===== src/common/wconv_params.svh =====
`ifndef WCONV_PARAMS_SVH
`define WCONV_PARAMS_SVH

// Write side carries one full word per push
`define WCONV_WR_W 32

// Read side hands out one byte per pop
`define WCONV_RD_W 8

// Byte address of the storage, 64 bytes or 16 words
`define WCONV_ADDR_W 6

// Bytes per write word
`define WCONV_LANES 4

`endif


===== src/common/wconv_pkg.sv =====
`include "wconv_params.svh"

package wconv_pkg;

   // One write word seen whole or as byte lanes, lane 0 is the LSB
   typedef union packed {
      logic [`WCONV_WR_W-1:0]                    word;
      logic [`WCONV_LANES-1:0][`WCONV_RD_W-1:0]  lane;
   } wide_word_u;

   // Level counts bytes and needs one bit above the address
   typedef struct packed {
      logic                   full;
      logic                   empty;
      logic [`WCONV_ADDR_W:0] level;
   } fifo_status_t;

   // Wide write into the RAM, byte address of lane 0
   typedef struct packed {
      logic                     en;
      logic [`WCONV_ADDR_W-1:0] addr;
      wide_word_u               data;
   } ram_wr_t;

   // Narrow read from the RAM
   typedef struct packed {
      logic                     en;
      logic [`WCONV_ADDR_W-1:0] addr;
   } ram_rd_t;

endpackage


===== src/source/dp_ram.sv =====
`timescale 1ns/1ns

module dp_ram #(
   parameter int DATA_W = 8,
   parameter int ADDR_W = 4
) (
   input  logic              clk_i,

   // Write port
   input  logic              wr_en_i,
   input  logic [ADDR_W-1:0] wr_addr_i,
   input  logic [DATA_W-1:0] wr_data_i,

   // Read port
   input  logic              rd_en_i,
   input  logic [ADDR_W-1:0] rd_addr_i,
   output logic [DATA_W-1:0] rd_data_o
);

   localparam int DEPTH = 2 ** ADDR_W;

   logic [DATA_W-1:0] mem [DEPTH];
   logic [DATA_W-1:0] rd_data_q;

   always_ff @(posedge clk_i) begin
      if (wr_en_i) begin
         mem[wr_addr_i] <= wr_data_i;
      end
   end

   // Output register holds the last read until the next enable
   always_ff @(posedge clk_i) begin
      if (rd_en_i) begin
         rd_data_q <= mem[rd_addr_i];
      end
   end

   assign rd_data_o = rd_data_q;

endmodule


===== src/asym_ram/asym_dp_ram.sv =====
`timescale 1ns/1ns

// Byte addressed on both ports, total size is 2^ADDR_W narrow items.
// Built from N symmetric blocks, N being the wide width over the narrow one.
module asym_dp_ram #(
   parameter int A_DATA_W = 32,
   parameter int B_DATA_W = 8,
   parameter int ADDR_W   = 6
) (
   input  logic                  clk_i,
   input  logic                  rst_n_i,

   // Port A writes only
   input  wconv_pkg::ram_wr_t    wr_i,

   // Port B reads only
   input  wconv_pkg::ram_rd_t    rd_i,
   output logic [B_DATA_W-1:0]   rd_data_o
);

   localparam int MAX_W      = (A_DATA_W > B_DATA_W) ? A_DATA_W : B_DATA_W;
   localparam int MIN_W      = (A_DATA_W < B_DATA_W) ? A_DATA_W : B_DATA_W;
   localparam int N          = MAX_W / MIN_W;
   localparam int N_W        = $clog2(N);
   localparam int SYMBOL_W   = $clog2(MIN_W / 8);
   localparam int BLK_ADDR_W = ADDR_W - N_W - SYMBOL_W;

   logic [A_DATA_W-1:0]         a_data;

   // Per block buses
   logic [N-1:0]                blk_wr_en;
   logic [N-1:0]                blk_rd_en;
   logic [N-1:0][MIN_W-1:0]     blk_wr_data;
   logic [N-1:0][MIN_W-1:0]     blk_rd_data;
   logic [BLK_ADDR_W-1:0]       blk_wr_addr;
   logic [BLK_ADDR_W-1:0]       blk_rd_addr;

   if (MAX_W % MIN_W != 0) begin : g_bad_ratio
      $error("asym_dp_ram: port widths must divide one another");
   end

   assign a_data = wr_i.data.word;

   // Blocks see the word address, lane and symbol bits stripped
   assign blk_wr_addr = wr_i.addr[ADDR_W-1 -: BLK_ADDR_W];
   assign blk_rd_addr = rd_i.addr[ADDR_W-1 -: BLK_ADDR_W];

   for (genvar i = 0; i < N; i++) begin : g_blk
      dp_ram #(
         .DATA_W(MIN_W),
         .ADDR_W(BLK_ADDR_W)
      ) u_dp_ram (
         .clk_i    (clk_i),
         .wr_en_i  (blk_wr_en[i]),
         .wr_addr_i(blk_wr_addr),
         .wr_data_i(blk_wr_data[i]),
         .rd_en_i  (blk_rd_en[i]),
         .rd_addr_i(blk_rd_addr),
         .rd_data_o(blk_rd_data[i])
      );
   end

   if (A_DATA_W > B_DATA_W) begin : g_wide_wr
      logic [N_W-1:0] rd_lane;
      logic [N_W-1:0] rd_sel_q;

      assign rd_lane = rd_i.addr[SYMBOL_W +: N_W];

      // Wide write goes to every block, slice i into block i
      assign blk_wr_en   = {N{wr_i.en}};
      assign blk_wr_data = a_data;

      // Only the addressed lane is read
      always_comb begin
         blk_rd_en          = '0;
         blk_rd_en[rd_lane] = rd_i.en;
      end

      // Lane follows the data through the read register
      always_ff @(posedge clk_i or negedge rst_n_i) begin
         if (!rst_n_i) begin
            rd_sel_q <= '0;
         end else if (rd_i.en) begin
            rd_sel_q <= rd_lane;
         end
      end

      assign rd_data_o = blk_rd_data[rd_sel_q];

   end else if (A_DATA_W < B_DATA_W) begin : g_wide_rd
      logic [N_W-1:0] wr_lane;

      assign wr_lane = wr_i.addr[SYMBOL_W +: N_W];

      // Narrow write lands only in its lane
      always_comb begin
         blk_wr_en          = '0;
         blk_wr_en[wr_lane] = wr_i.en;
      end

      assign blk_wr_data = {N{a_data}};

      // Wide read gathers all blocks, no selection needed
      assign blk_rd_en = {N{rd_i.en}};
      assign rd_data_o = blk_rd_data;

   end else begin : g_equal
      // Single block, ports pass straight through
      assign blk_wr_en   = wr_i.en;
      assign blk_wr_data = a_data;
      assign blk_rd_en   = rd_i.en;
      assign rd_data_o   = blk_rd_data;
   end

endmodule


===== src/source/fifo_ctrl.sv =====
`timescale 1ns/1ns

`include "wconv_params.svh"

module fifo_ctrl (
   input  logic                     clk_i,
   input  logic                     rst_n_i,

   // Write side, one word per push
   input  logic                     push_i,
   input  wconv_pkg::wide_word_u    wr_data_i,

   // Read side, one byte per pop
   input  logic                     pop_i,

   // RAM requests
   output wconv_pkg::ram_wr_t       ram_wr_o,
   output wconv_pkg::ram_rd_t       ram_rd_o,

   output logic                     rd_valid_o,
   output wconv_pkg::fifo_status_t  status_o
);

   localparam int ADDR_W     = `WCONV_ADDR_W;
   localparam int LANES      = `WCONV_LANES;
   localparam int LANE_BITS  = $clog2(LANES);
   localparam int WPTR_W     = ADDR_W - LANE_BITS;
   localparam int LEVEL_W    = ADDR_W + 1;
   localparam int DEPTH      = 2 ** ADDR_W;
   // A word still fits while at most this many bytes are held
   localparam int PUSH_LIMIT = DEPTH - LANES;

   logic [WPTR_W-1:0]  wr_ptr_q;
   logic [ADDR_W-1:0]  rd_ptr_q;
   logic [LEVEL_W-1:0] level_q;
   logic [LEVEL_W-1:0] level_next;
   logic               rd_valid_q;
   logic               push_ok;
   logic               pop_ok;

   // Strobes outside the limits are dropped
   assign push_ok = push_i && (level_q <= LEVEL_W'(PUSH_LIMIT));
   assign pop_ok  = pop_i && (level_q != '0);

   // Push adds a word, pop takes a byte, both gives +3
   always_comb begin
      level_next = level_q;
      if (push_ok) begin
         level_next = level_next + LEVEL_W'(LANES);
      end
      if (pop_ok) begin
         level_next = level_next - 1'b1;
      end
   end

   // Pointers wrap on their own width, level tells full from empty
   always_ff @(posedge clk_i or negedge rst_n_i) begin
      if (!rst_n_i) begin
         wr_ptr_q   <= '0;
         rd_ptr_q   <= '0;
         level_q    <= '0;
         rd_valid_q <= 1'b0;
      end else begin
         if (push_ok) begin
            wr_ptr_q <= wr_ptr_q + 1'b1;
         end
         if (pop_ok) begin
            rd_ptr_q <= rd_ptr_q + 1'b1;
         end
         level_q    <= level_next;
         rd_valid_q <= pop_ok;
      end
   end

   // Word pointer scaled up to the byte address of lane 0
   assign ram_wr_o = '{
      en:   push_ok,
      addr: {wr_ptr_q, {LANE_BITS{1'b0}}},
      data: wr_data_i
   };

   assign ram_rd_o = '{
      en:   pop_ok,
      addr: rd_ptr_q
   };

   assign rd_valid_o = rd_valid_q;

   assign status_o = '{
      full:  (level_q > LEVEL_W'(PUSH_LIMIT)),
      empty: (level_q == '0),
      level: level_q
   };

endmodule


===== src/source/wconv_fifo.sv =====
`timescale 1ns/1ns

`include "wconv_params.svh"

module wconv_fifo (
   input  logic                     clk_i,
   input  logic                     rst_n_i,

   // Word write side
   input  logic                     push_i,
   input  wconv_pkg::wide_word_u    wr_data_i,

   // Byte read side
   input  logic                     pop_i,
   output logic [`WCONV_RD_W-1:0]   rd_data_o,
   output logic                     rd_valid_o,

   output wconv_pkg::fifo_status_t  status_o
);

   wconv_pkg::ram_wr_t ram_wr;
   wconv_pkg::ram_rd_t ram_rd;

   fifo_ctrl u_fifo_ctrl (
      .clk_i     (clk_i),
      .rst_n_i   (rst_n_i),
      .push_i    (push_i),
      .wr_data_i (wr_data_i),
      .pop_i     (pop_i),
      .ram_wr_o  (ram_wr),
      .ram_rd_o  (ram_rd),
      .rd_valid_o(rd_valid_o),
      .status_o  (status_o)
   );

   // Wide on the write port, byte wide on the read port
   asym_dp_ram #(
      .A_DATA_W(`WCONV_WR_W),
      .B_DATA_W(`WCONV_RD_W),
      .ADDR_W  (`WCONV_ADDR_W)
   ) u_asym_dp_ram (
      .clk_i    (clk_i),
      .rst_n_i  (rst_n_i),
      .wr_i     (ram_wr),
      .rd_i     (ram_rd),
      .rd_data_o(rd_data_o)
   );

endmodule


===== config.mk =====
export PLATFORM = sky130hd
export DESIGN_NAME = wconv_fifo
export DESIGN_NICKNAME = d
export VERILOG_FILES = /design/src/common/wconv_pkg.sv /design/src/source/dp_ram.sv /design/src/asym_ram/asym_dp_ram.sv /design/src/source/fifo_ctrl.sv /design/src/source/wconv_fifo.sv
export VERILOG_INCLUDE_DIRS = /design/src /design/src/common
export SDC_FILE = /design/constraint.sdc
export NUM_CORES = 1
export LEC_CHECK = 0
export BUFFER_PORTS_ARGS = -buffer_cell sky130_fd_sc_hd__buf_2
export CAP_MARGIN = 20
export CORE_UTILIZATION = 56
export CTS_CLUSTER_SIZE = 8
export DETAILED_ROUTE_END_ITERATION = 8
export PLACE_DENSITY = 0.71
export SYNTH_ARGS = -nofsm -noshare
export SYNTH_HDL_FRONTEND = slang
export SYNTH_SLANG_ARGS = --single-unit

===== constraint.sdc =====
create_clock -name clk_i -period 2.65 [get_ports clk_i]
set_clock_uncertainty 0.1 [all_clocks]
set_input_delay 0.1325 -clock clk_i [delete_from_list [all_inputs] [get_ports clk_i]]
set_output_delay 0.1325 -clock clk_i [all_outputs]
set_load 0.1 [all_outputs]

# Yosys cells after proc, flatten, opt, wreduce, memory -nomap -nowiden
# Memories as Yosys holds them, arrays and structs flattened. A register that Yosys moved wholly into a read port is not among the register bits.
# Index checks and enable logic that the tools add are counted.
totals:
  register_bits: 20
  ram_bits: 512
  out_inout_bits: 18
  wordCells: 32
  n_memories: 4
mem_list:
  columns: ["name", "words", "word_bits", "rd", "rd_ports_with_merged_regs", "wr", "line", "source"]
  rows:
  - ["u_asym_dp_ram.g_blk[0].u_dp_ram.mem", 16, 8, 1, 1, 1, "dp_ram.sv:22", "logic [DATA_W-1:0] mem [DEPTH];"]
  - ["u_asym_dp_ram.g_blk[1].u_dp_ram.mem", 16, 8, 1, 1, 1, "dp_ram.sv:22", null]
  - ["u_asym_dp_ram.g_blk[2].u_dp_ram.mem", 16, 8, 1, 1, 1, "dp_ram.sv:22", null]
  - ["u_asym_dp_ram.g_blk[3].u_dp_ram.mem", 16, 8, 1, 1, 1, "dp_ram.sv:22", null]
classes:
  add_sub_neg: 4
  magnitude_cmp: 5
  muxes: 8
  n_bitwise: 1
  n_reduce_logical: 5
ops:
  columns: ["operator", "n"]
  rows:
  - ["$bmux W8 S2", 1]
  - ["$mux W7", 2]
  - ["$mux W8", 1]
  - ["$add A7 B3 Y7 const B", 1]
  - ["$gt A7 B6 Y1 const B", 1]
  - ["$le A7 B6 Y1 const B", 1]
  - ["$logic_not A7 Y1", 1]
  - ["$reduce_bool A7 Y1", 1]
  - ["$sub A7 B1 Y7 const B", 1]
  - ["$add A6 B1 Y6 const B", 1]
  - ["$lt A2 B3 Y1 const B", 2]
  - ["$add A4 B1 Y4 const B", 1]
  - ["$and A4 B4 Y4", 1]
  - ["$logic_and A1 B1 Y1", 3]
  - ["$mux W1", 3]
  - ["$demux W1 S2", 1]
  - ["$ge A2 B1 Y1 const B", 1]

# Longest topological paths before layout
# Gate-level depths: netlist of the first run.
logic_depth:
  depth_word: 5
  depth_mapped: 8

# Cells and area by module
# A second synthesis of the first run with hierarchy kept.
hier_totals:
  hier_cells: 1063
  area_unflattened_um2: 22472.8
modules_own_cells:
  columns: ["module", "n_inst", "cells_each", "area_per_inst_um2", "seq_area_each_um2"]
  rows:
  - ["dp_ram", 4, 229, 5227.5, 4083.9]
  - ["fifo_ctrl", 1, 129, 1262.5, 450.4]
  - ["asym_dp_ram", 1, 18, 300.3, 50.0]

# Least setup slack after synthesis of the first run
# No wires, ideal clock.
synth_timing:
  path_type: "register -> register"
  startpoint: "reg u_fifo_ctrl.level_q[0]"
  endpoint: "mem u_asym_dp_ram.g_blk[0].u_dp_ram.mem[0][0] (enable)"
  setup_ps: 392
  arrival_ps: 2797
  t_required_ps: 2158
  setup_slack_ps: -639
  stages_incl_launch_ff: 8
  path_buffers: 1
  synth_period_minus_slack_ps: 3289
  cell_sequence: "dfrtp_1 > inv_1 > ha_1 > clkbuf_1 > nand2_1 > a21oi_2 > nor3b_2 > and2_1"
synth_between:
  elab_chain_len: 4
synth_rtl:
  columns: ["item", "line", "source"]
  rows:
  - ["start, declared", "fifo_ctrl.sv:35", "logic [LEVEL_W-1:0] level_q;"]
  - ["start signal, assigned", "fifo_ctrl.sv:70", "level_q <= level_next;"]
  - ["$le A7 B6 Y1", "fifo_ctrl.sv:42", "assign push_ok = push_i && (level_q <= LEVEL_W'(PUSH_LIMIT));"]
  - ["$logic_and A1 B1 Y1", "fifo_ctrl.sv:42", null]
  - ["$mux W1", "dp_ram.sv:26", "if (wr_en_i) begin"]
  - ["$mux W1 (not written as such)", "dp_ram.sv:27", "mem[wr_addr_i] <= wr_data_i;"]
  - ["end, declared", "dp_ram.sv:22", null]
# No other way between the ends.

# Final worst setup path of the first run
layout_timing:
  startpoint: "reg u_asym_dp_ram.g_wide_wr.rd_sel_q[0]"
  endpoint: "out rd_data_o[6]"
layout_between:
  elab_chain_len: 2
layout_rtl:
  columns: ["item", "line", "source"]
  rows:
  - ["start, declared", "asym_dp_ram.sv:65", "logic [N_W-1:0] rd_sel_q;"]
  - ["start signal, assigned", "asym_dp_ram.sv:84", "rd_sel_q <= rd_lane;"]
  - ["$bmux W8 S2", "asym_dp_ram.sv:88", "assign rd_data_o = blk_rd_data[rd_sel_q];"]
  - ["$mux W8 (not written as such)", "asym_dp_ram.sv:88", null]
  - ["end, declared", "wconv_fifo.sv:15", "output logic [`WCONV_RD_W-1:0] rd_data_o,"]
# No other way between the ends. The select of a mux whose other input is x is not followed.

==> summary.txt, run 1 <==
Outcome
  – Outcome: finished with violations
  – Failing checks: negative hold slack

Drt
  – Final WL: 47.28 mm
  – Remaining DRCs: 0
  – ANT nets after route: 0
  – First-pass iteration count of the detailed router: 7
  – Initial drt markers: approximately 1.1k
  – Routed vias: between 10k and 15k
  – Drt wl/cell: 27.96 um
  – Vias/cell: just over 6

Logic synthesis
  – Post-synthesis mux area share: 0.1424
  – Synth Area in Simple Gates: 0.02200
  – Synth Area in Compound Gates: 0.02928
  – Largest family of logic cells by synthesized area: multiplexers
  – Post-synth ARST share: 0.03546
  – Synth area leaders: edfxtp_1, mux4_2, dfrtp_1
  – Yosys reg bits: roughly 560
  – Yosys warnings: 0
  – Sequential-to-total area share from yosys stat: 0.7770
  – Post-Syn Nets: 1012
  – Adder-Cell Fraction of Synth Area: 0.006930
  – Post-synth EDFFs: about 540
  – Xor and xnor area share after synthesis: 0.006063
  – Mean Syn Cell Area: approximately 22 sq um
  – Cell count after synthesis: a little under 1k
  – Cell variety after synth: 40
  – Post-Syn Area: between 20000 and 25000 sq um
  – Post-synth top area share: 0.7539
  – Top FF cell, synth: edfxtp_1
  – Cell taking the most area after synthesis: edfxtp_1

Timing
  – Setup Viol. Count Final: 0
  – Slew Viols, Final: 0
  – Setup TNS Final: 0 ps
  – Final Hold Viols: 12
  – Crit share post-route: 0.9503
  – Setup ws final: about 130 ps
  – Fmax achieved: around 400 MHz
  – Unrepaired setup endpoints after global routing: no
  – Min Hold Slack: -4.935 ps
  – Final worst path period need: approximately 2500 ps
  – Worst slew pin tran: 708.2 ps
  – Relative slew slack: 0.5268

Floorplan
  – Core ar.: between 30000 and 40000 sq um
  – Chip width: between 150 and 200 um
  – Row count: about 70
  – Initial Utilization: 0.5725
  – Total die area: 39480 sq um
  – Die span in y: slightly below 200 um
  – Io pins: 54

Clock tree
  – TritonCTS clock tree: yes
  – CTS Buf Count: 80
  – Clk buf depth: 3
  – H-tree Lvls: 3
  – Worst-path clk slew: ~50 ps
  – Clk_lat worst skew: between 500 and 600 ps
  – CTS sink count: ~560
  – CTS root buf: clkbuf_16

Placed design
  – Worst slack, placed: between 150 and 200 ps
  – IO Port Bufs: 53
  – DP HPWL: between 20 and 30 mm
  – GP Congestion: 0.8223
  – Placed Cells: 1535

Run
  – Max_cap viols: 0

Layout
  – Area Growth Syn to Fin: 19.24%
  – Share of post-route cells with drive strength above 1: 0.3119
  – Commonest non-fill, non-tap cells in the layout: edfxtp_1, mux4_2, clkbuf_16
  – Fin util: 0.6827
  – Most common cell after layout, fill and taps aside: edfxtp_1
  – Final cell count without fillers: between 1.5k and 2k
  – # diodes: 0
  – Layout Nets: roughly 1.2k

Setup path
  – CP Class: reg -> out
  – Critical path startpoint category: register
  – Req. time, crit path: roughly 2400 ps
  – Crit Path Max Fanout: 9
  – Crit. End Element: primary output
  – WP data arrival: around 2300 ps

Power and ir drop
  – LEAKAGE: between 8 and 9 nW
  – Power Density: around 1100 nW/um^2
  – Worst VDD drop: 0.8495 mV

Global route
  – First-pass GRT wire length: approximately 70 mm
  – Vias in the first global route: between 10k and 15k
  – Initial antenna violation count: 0
  – Total track usage: 0.2513
  – Largest net degree at the start of global routing: between 50 and 60
  – Gr ovfl total: 0

Hold path
  – HP Class: in -> async
-- state kept, by name (all words and copies together), names as in the netlist --
register                                flops
u_asym_dp_ram.g_blk.u_dp_ram.mem          512
u_asym_dp_ram.g_blk.u_dp_ram.rd_data_o     32
u_fifo_ctrl.level_q                         7
u_fifo_ctrl.rd_ptr_q                        6
u_fifo_ctrl.wr_ptr_q                        4
u_asym_dp_ram.g_wide_wr.rd_sel_q            2
u_fifo_ctrl.rd_valid_o                      1
-- stage by stage --
step | power, mW | cell area (sq um)
floorplan | 16.26 | 21710
global placement | 18.31 | 23200
detailed placement | 18.41 | 23200
CTS | 27.68 | 25820
global route | 28.40 | 25830
finish | 27.47 | 25830
-- synthesized netlist by cell type (3+ instances only) --
cell type,number
mux4_2,136
buf_2,17
and2_1,18
nand4_1,5
xnor2_1,12
a211oi_1,3
dfrtp_1,20
edfxtp_1,544
ha_1,12
and4_1,5
nand2_1,38
a21oi_1,9
buf_6,7
inv_1,9
xor2_1,3
a22oi_1,65
clkbuf_1,22
nor2b_1,3
nor2_1,6
-- kinds of logic (layout without fill, tap and decap cells) --
| logic type | Yosys count | in the layout |
|---|---|---|
| compound gates | 87 | 87 |
| xor+xnor | 15 | 15 |
| fa+ha+maj | 12 | 12 |
| buf+inv | 62 | 278 |
| flops | 564 | 564 |
| mux | 138 | 138 |
| simple gates | 86 | 86 |
-- layer usage --
metal / GRT usage / share of wire
met5: 0 / 0
met4: 0.09544 / 0.032
met3: 0.03934 / 0.064
met2: 0.4043 / 0.49
met1: 0.3517 / 0.41
-- layout make-up --
cell class	instances	area [sq um]
clock inverters	3	21.27
clock buffers	116	2243
multi-input cells	338	4542
well taps	511	639.4
flip-flops and latches	564	16850
repair buffers	150	1506
inverters	9	33.78
fillers	2374	12010
-- where the power goes --
part / internal (mW) / total (mW) / switching, mW / leakage, nW
Sequential: 10.4 / 10.8 / 0.364 / 5.12
Combinational: 3.04 / 7.49 / 4.45 / 2.28
Clock: 5.75 / 9.22 / 3.46 / 1.09
Total: 19.2 / 27.5 / 8.28 / 8.49
-- critical path, cell delays in order (launching register included) --
cell and delay, ps:
dfrtp_1 690, mux4_2 670, buf_2 330
-- path summary, 6_finish.rpt --
kind | from | end | slack, ps | cells past startpoint
worst max-delay path | u_asym_dp_ram.g_wide_wr.rd_sel_q[0]$_DFFE_PN0P_ | rd_data_o[6] | 130 | 2
worst min-delay path | rst_n_i | u_fifo_ctrl.level_q[5]$_DFF_PN0_ | -5 | 2
worst max register to register | u_fifo_ctrl.level_q[2]$_DFF_PN0_ | u_asym_dp_ram.g_blk[3].u_dp_ram.mem[10][1]$_DFFE_PP_ | 190 | 7
worst min register to register | u_fifo_ctrl.level_q[1]$_DFFE_PN0P_ | u_fifo_ctrl.level_q[1]$_DFFE_PN0P_ | 470 | 2
max in group asynchronous | rst_n_i | u_fifo_ctrl.rd_ptr_q[2]$_DFFE_PN0P_ | 2010 | 2
min in group clk_i | wr_data_i[1] | u_asym_dp_ram.g_blk[0].u_dp_ram.mem[6][1]$_DFFE_PP_ | 390 | 2
-- repair_timing --
item                                    in CTS  in global routing
endpoints found under the hold margin      539                  0
gates resized for setup                      0                  0
endpoints found under the setup margin       0                  1
buffers inserted                             0                  2
hold buffers                                35                  0
Note: power is estimated with default switching activity, not from simulation.
==> run 2: changes to the inputs <==
--- a/config.mk
+++ b/config.mk
@@ -8,6 +8,7 @@
 export LEC_CHECK = 0
 export BUFFER_PORTS_ARGS = -buffer_cell sky130_fd_sc_hd__buf_2
 export CAP_MARGIN = 20
+export CORE_ASPECT_RATIO = 1.1
 export CORE_UTILIZATION = 56
 export CTS_CLUSTER_SIZE = 8
 export DETAILED_ROUTE_END_ITERATION = 8
==> run 2 against run 1 <==
Global-route usage fell by 0.46 points. Die area barely moved. Critical path type unchanged. Cell area about the same. Wire length is 0.88% lower. Clock-buffer cell count fell by 15. Final cell count shrank 2.0%. The flow now finishes without violations. Via count rose by 0.24%. Setup slack got worse by 15 ps. Critical path depth unchanged. Maximum frequency shrank 0.59%. Combinational power barely moved. Power decreased by 0.23%.
==> summary.txt, run 2 (synthesis gave the netlist of run 1 again) <==
Hold path
  – Hold Path Stages: 2
  – Hold path startpoint: wr_data_i[27]
  – WHS Endpoint: u_asym_dp_ram.g_blk[3].u_dp_ram.mem[6][3]$_DFFE_PP_
  – HP Class: in -> reg

Clock tree
  – CTS sink count: 564
  – Clk_lat worst skew: around 600 ps
  – CTS Buf Count: 80
  – H-tree Lvls: 3
  – TritonCTS clock tree: yes
  – CTS root buf: clkbuf_16
  – Worst-path clk slew: 50 ps
  – Clk buf depth: 3
  – Post-CTS setup buffer count: 0

Timing
  – Relative slew slack: 0.2796
  – Fmax achieved: 394.7 MHz
  – Setup TNS Final: 0 ps
  – Unrepaired setup endpoints after global routing: no
  – Setup Viol. Count Final: 0
  – Final worst path period need: about 2500 ps
  – Min Hold Slack: between 300 and 400 ps
  – Final Hold Viols: 0
  – Crit share post-route: 0.9560
  – Worst slew pin tran: approximately 1100 ps
  – Slew Viols, Final: 0

Setup path
  – Req. time, crit path: between 2000 and 2500 ps
  – Crit Path Max Fanout: 9
  – Worst R2R Path Depth: 7
  – CP Class: reg -> out
  – R2R Setup Slk: 190 ps
  – WP data arrival: 2300 ps
  – Critical path startpoint category: register
  – Crit. End Element: primary output
  – RR Endpoint: u_asym_dp_ram.g_blk[3].u_dp_ram.mem[9][2]$_DFFE_PP_
  – Reg2reg start: u_fifo_ctrl.level_q[2]$_DFF_PN0_

Layout
  – Max reg flops: 512
  – Most common cell after layout, fill and taps aside: edfxtp_1
  – # diodes: 0
  – Fill count: between 2k and 2.5k
  – Commonest non-fill, non-tap cells in the layout: edfxtp_1, mux4_2, clkbuf_16
  – Fin util: 0.6784
  – Area Growth Syn to Fin: 19.29%
  – Register area: roughly 17000 sq um
  – Layout Nets: 1185
  – Share of post-route cells with drive strength above 1: 0.3126
  – Most flops, register: u_asym_dp_ram.g_blk.u_dp_ram.mem
  – Area of the multi-input gates: approximately 4500 sq um

Floorplan
  – Chip width: roughly 190 um
  – Io pins: 54
  – Core ar.: roughly 38000 sq um
  – Initial Utilization: 0.5687
  – Row count: 75
  – Total die area: around 39000 sq um
  – Die span in y: roughly 210 um

Drt
  – Routed vias: 10.50k
  – First-pass iteration count of the detailed router: 6
  – Drt wl/cell: 28.27 um
  – ANT nets after route: 0
  – Met3 WL post-DR: about 3.3 mm
  – Remaining DRCs: 0
  – Met1 Routed Length: about 19 mm
  – Vias/cell: between 6 and 7
  – Initial drt markers: between 1k and 1.5k
  – Final WL: approximately 47 mm
  – Met2 wire len: ~23 mm
  – DR top layer: met4

Power and ir drop
  – LEAKAGE: 8.487 nW
  – Power Density: roughly 1100 nW/um^2
  – Worst VDD drop: around 1.7 mV
  – Power, Total: 27.40 mW

Global route
  – Gr ovfl total: 0
  – Total track usage: 0.2466
  – Largest net degree at the start of global routing: 39
  – First-pass GRT wire length: 69.77 mm
  – Vias in the first global route: ~11k
  – Initial antenna violation count: 0

Outcome
  – Outcome: complete, no violations

Placed design
  – DP HPWL: around 27 mm
  – IO Port Bufs: 53
  – GP Congestion: approximately 0.8

Run
  – Max_cap viols: 0
[run 2: cell types whose count changed in the layout (fill, tap and decap cells not counted), sizes merged]
cell	delta
inv	-2
buf	-7
dlygate4sd3	+1
clkbuf	-15
clkinv	+1
[run 2: layout make-up]
| type | instances | area share |
|---|---|---|
| clock inverters | 2 | 0.0008230 |
| multi-input cells | 338 | 0.1760 |
| well taps | 500 | 0.02420 |
| flip-flops and latches | 564 | 0.6519 |
| clock buffers | 101 | 0.08544 |
| repair buffers | 144 | 0.06032 |
| inverters | 9 | 0.001307 |
[run 2: stage by stage]
stage / instance area, sq um / worst slack (ps) / instances
detailed placement: 23220 / 96.69 / 1518
global placement: 23220 / 163.5 / 1518
finish: 25850 / 116.7 / 1658
global route: 25850 / 20.08 / 1658
CTS: 25810 / 60.09 / 1657
floorplan: 21710 / 32.50 / 964
[run 2: how the worst max path moves through the flow]
stage / from / to
after floorplan: u_fifo_ctrl.level_q[0]$_DFFE_PN0P_ / u_asym_dp_ram.g_blk[0].u_dp_ram.mem[0][0]$_DFFE_PP_
after global placement: u_fifo_ctrl.level_q[2]$_DFF_PN0_ / u_asym_dp_ram.g_blk[2].u_dp_ram.mem[11][3]$_DFFE_PP_
after detailed placement: u_fifo_ctrl.level_q[2]$_DFF_PN0_ / u_asym_dp_ram.g_blk[2].u_dp_ram.mem[11][1]$_DFFE_PP_
after CTS: u_asym_dp_ram.g_wide_wr.rd_sel_q[0]$_DFFE_PN0P_ / rd_data_o[0]
after global routing: u_asym_dp_ram.g_wide_wr.rd_sel_q[0]$_DFFE_PN0P_ / rd_data_o[0]
final: u_asym_dp_ram.g_wide_wr.rd_sel_q[0]$_DFFE_PN0P_ / rd_data_o[0]
[run 2: power by group]
| group | total (mW) | leakage (nW) | internal (mW) | switching [mW] |
|---|---|---|---|---|
| Combinational | 7.47 | 2.27 | 2.99 | 4.48 |
| Sequential | 10.8 | 5.12 | 10.4 | 0.449 |
| Clock | 9.09 | 1.09 | 5.71 | 3.37 |
| Total | 27.4 | 8.49 | 19.1 | 8.30 |
[run 2: routing by layer]
metal  track usage  up-vias
met5             0        -
met4       0.07481        0
met3       0.04740       61
met2        0.3932      481
met1        0.3501     5568
li1              -     4388
[run 2: worst max-delay path: stages (launching register included)]
cell and delay, ps:
dfrtp_1 720, mux4_2 670, buf_2 330
[run 2: repair_timing]
action | 4_1_cts | 5_1_grt
hold buffers | 36 | 0
endpoints found under the setup margin | 0 | 177
endpoints found under the hold margin | 541 | 0
gates resized for setup | 0 | 1
==> run 3: changes to the inputs <==
--- a/config.mk
+++ b/config.mk
@@ -13,6 +13,7 @@
 export CTS_CLUSTER_SIZE = 8
 export DETAILED_ROUTE_END_ITERATION = 8
 export PLACE_DENSITY = 0.71
+export SETUP_SLACK_MARGIN = 0.2
 export SYNTH_ARGS = -nofsm -noshare
 export SYNTH_HDL_FRONTEND = slang
 export SYNTH_SLANG_ARGS = --single-unit
==> run 3 against run 2 <==
Combinational power up 1%. Sequential power about the same. Non-clock buffer count shrank 4. Maximum frequency is 6.2% higher. Sequential share of layout area up 0.33 points. Setup slack better by 150 ps. First-iteration DRC count is 3.7% higher. Hold slack improved by 32 ps. Critical path type unchanged. Largest cell class unchanged.
==> summary.txt, run 3 (synthesis gave the netlist of run 1 again) <==
Layout
  – Most flops, register: u_asym_dp_ram.g_blk.u_dp_ram.mem
  – Final cell count without fillers: approximately 1.7k
  – Max reg flops: about 500
  – Most common cell after layout, fill and taps aside: edfxtp_1
  – Share of post-route cells with drive strength above 1: 0.3148
  – # diodes: 0
  – Fill count: between 2k and 2.5k
  – Commonest non-fill, non-tap cells in the layout: edfxtp_1, mux4_2, clkbuf_16
  – Area Growth Syn to Fin: 18.76%
  – Layout Nets: between 1k and 1.5k

Placed design
  – Placed Cells: about 1.5k
  – IO Port Bufs: 53
  – Worst slack, placed: about 170 ps
  – DP HPWL: 28.88 mm
  – GP Congestion: between 0.8 and 0.9

Hold path
  – HP Class: in -> reg
  – Hold Path Stages: 2
  – WHS Endpoint: u_asym_dp_ram.g_blk[2].u_dp_ram.mem[15][0]$_DFFE_PP_
  – Hold path startpoint: wr_data_i[16]

Setup path
  – CP Cell Sequence: inv_1 -> ha_1 -> nor4b_4 -> and2_1 -> buf_4
  – WP data arrival: between 2000 and 2500 ps
  – Crit Path Max Fanout: 12
  – Critical path startpoint category: register
  – CP Class: reg -> out
  – Crit. End Element: primary output
  – Req. time, crit path: 2420 ps
  – CP max stage delay: 530 ps
  – RR Endpoint: u_asym_dp_ram.g_blk[1].u_dp_ram.mem[4][3]$_DFFE_PP_
  – Reg2reg start: u_fifo_ctrl.level_q[2]$_DFF_PN0_
  – Worst R2R Path Depth: 7
  – R2R Setup Slk: a little under 300 ps
  – Worst Setup SP: u_fifo_ctrl.level_q[2]$_DFF_PN0_
  – Crit-path slowest cell: dfrtp_4

Timing
  – Final worst path period need: about 2400 ps
  – Setup ws final: 264.5 ps
  – Final Hold Viols: 0
  – Setup TNS Final: 0 ps
  – Worst slew pin tran: about 1000 ps
  – Relative slew slack: 0.3338
  – Setup Viol. Count Final: 0
  – Fmax achieved: 419.2 MHz
  – Unrepaired setup endpoints after global routing: yes
  – Crit share post-route: 0.9002
  – Slew Viols, Final: 0

Floorplan
  – Row count: between 70 and 80
  – Core ar.: ~38000 sq um
  – Chip width: 189.5 um
  – Die span in y: 208.3 um
  – Io pins: 54
  – Initial Utilization: 0.5687
  – Total die area: between 30000 and 40000 sq um

Power and ir drop
  – Power Density: 1061 nW/um^2
  – Switching part of the total power: 0.3092
  – Clock power share: 0.325
  – Worst VDD drop: ~0.9 mV
  – Seq pwr share: 0.399
  – Sw Pwr: roughly 8.4 mW
  – Combinational power share: 0.276
  – Power Internal: ~19 mW
  – LEAKAGE: ~8.4 nW

Clock tree
  – CTS sink count: around 560
  – CTS root buf: clkbuf_16
  – H-tree Lvls: 3
  – Worst-path clk slew: 60 ps
  – TritonCTS clock tree: yes
  – Clk buf depth: 3
  – Clk_lat worst skew: ~580 ps
  – CTS Buf Count: 80

Global route
  – Total track usage: 0.2499
  – Initial antenna violation count: 0
  – Vias in the first global route: roughly 11k
  – Gr ovfl total: 0
  – First-pass GRT wire length: 70.19 mm
  – Largest net degree at the start of global routing: 41

Drt
  – Routed vias: 10.53k
  – Initial drt markers: ~1.2k
  – Vias/cell: ~6.4
  – Final WL: about 48 mm
  – ANT nets after route: 0
  – First-pass iteration count of the detailed router: 7
  – Remaining DRCs: 0
  – Drt wl/cell: between 20 and 30 um

Outcome
  – Outcome: complete, no violations

Run
  – Max_cap viols: 0
-- run 3: changes by cell type in the layout (fill, tap and decap cells not counted), sizes merged --
cell / change
dlygate4sd3: +1
buf: -5
inv: +2
clkbuf: -3
-- run 3: how the worst max path moves through the flow --
stage,end,depth (start not counted)
floorplan,u_asym_dp_ram.g_blk[0].u_dp_ram.mem[12][0]$_DFFE_PP_,7
global placement,u_asym_dp_ram.g_blk[1].u_dp_ram.mem[10][2]$_DFFE_PP_,8
detailed placement,u_asym_dp_ram.g_blk[1].u_dp_ram.mem[10][5]$_DFFE_PP_,7
CTS,status_o[7],5
global route,u_fifo_ctrl.level_q[6]$_DFF_PN0_,7
finish,status_o[7],5
-- run 3: power groups by stage --
stage	Clock [mW]	Sequential [mW]	Combinational (mW)
3_3_place_gp	0	11.0	7.40
4_1_cts	8.97	10.9	7.58
2_1_floorplan	0	11.1	5.18
6_report	8.86	10.9	7.55
3_5_place_dp	0	11.0	7.46
5_1_grt	9.35	10.9	7.95
-- run 3: layer usage --
metal / track usage / vias to the layer above / wire length, um
li1: - / 4371 / -
met1: 0.3750 / 5505 / 19600
met2: 0.3626 / 582 / 21970
met3: 0.06596 / 74 / 4782
met4: 0.08065 / 0 / 1192
met5: 0 / - / 0
-- run 3: layout make-up --
| cell class | instances | area [sq um] | share of cell area |
|---|---|---|---|
| Clock buffer | 98 | 2112 | 0.08208 |
| Inverter | 9 | 33.78 | 0.001313 |
| Clock inverter | 4 | 38.79 | 0.001507 |
| Sequential cell | 564 | 16860 | 0.6551 |
| Multi-Input combinational cell | 338 | 4562 | 0.1773 |
| Tap cell | 500 | 625.6 | 0.02431 |
| Timing Repair Buffer | 140 | 1501 | 0.05835 |
-- run 3: critical path: cells and delay by family (launching register included) --
family,cells,cell delay (ps)
flip-flops,1,530
AND/OR/NAND/NOR,2,510
buffers and inverters,2,380
adder cells (fa/ha/maj),1,170
-- run 3: repair_timing --
item	CTS	global route
setup buffers	0	3
hold buffers	37	0
setup endpoints to repair	35	293
pin swaps	0	1
gates resized for setup	3	1
cloned	0	0
endpoints found under the hold margin	537	0
-- run 3: metrics by stage --
step / power (mW) / hold WS [ps] / area (sq um) / utilization
2_1_floorplan: 16.29 / -263.1 / 21730 / -
3_3_place_gp: 18.42 / 7.596 / 23160 / 0.6079
3_5_place_dp: 18.50 / 11.91 / 23160 / 0.6079
4_1_cts: 27.44 / 392.3 / 25690 / 0.6744
5_1_grt: 28.22 / 430.8 / 25730 / 0.6754
6_report: 27.30 / 412.5 / 25730 / 0.6754
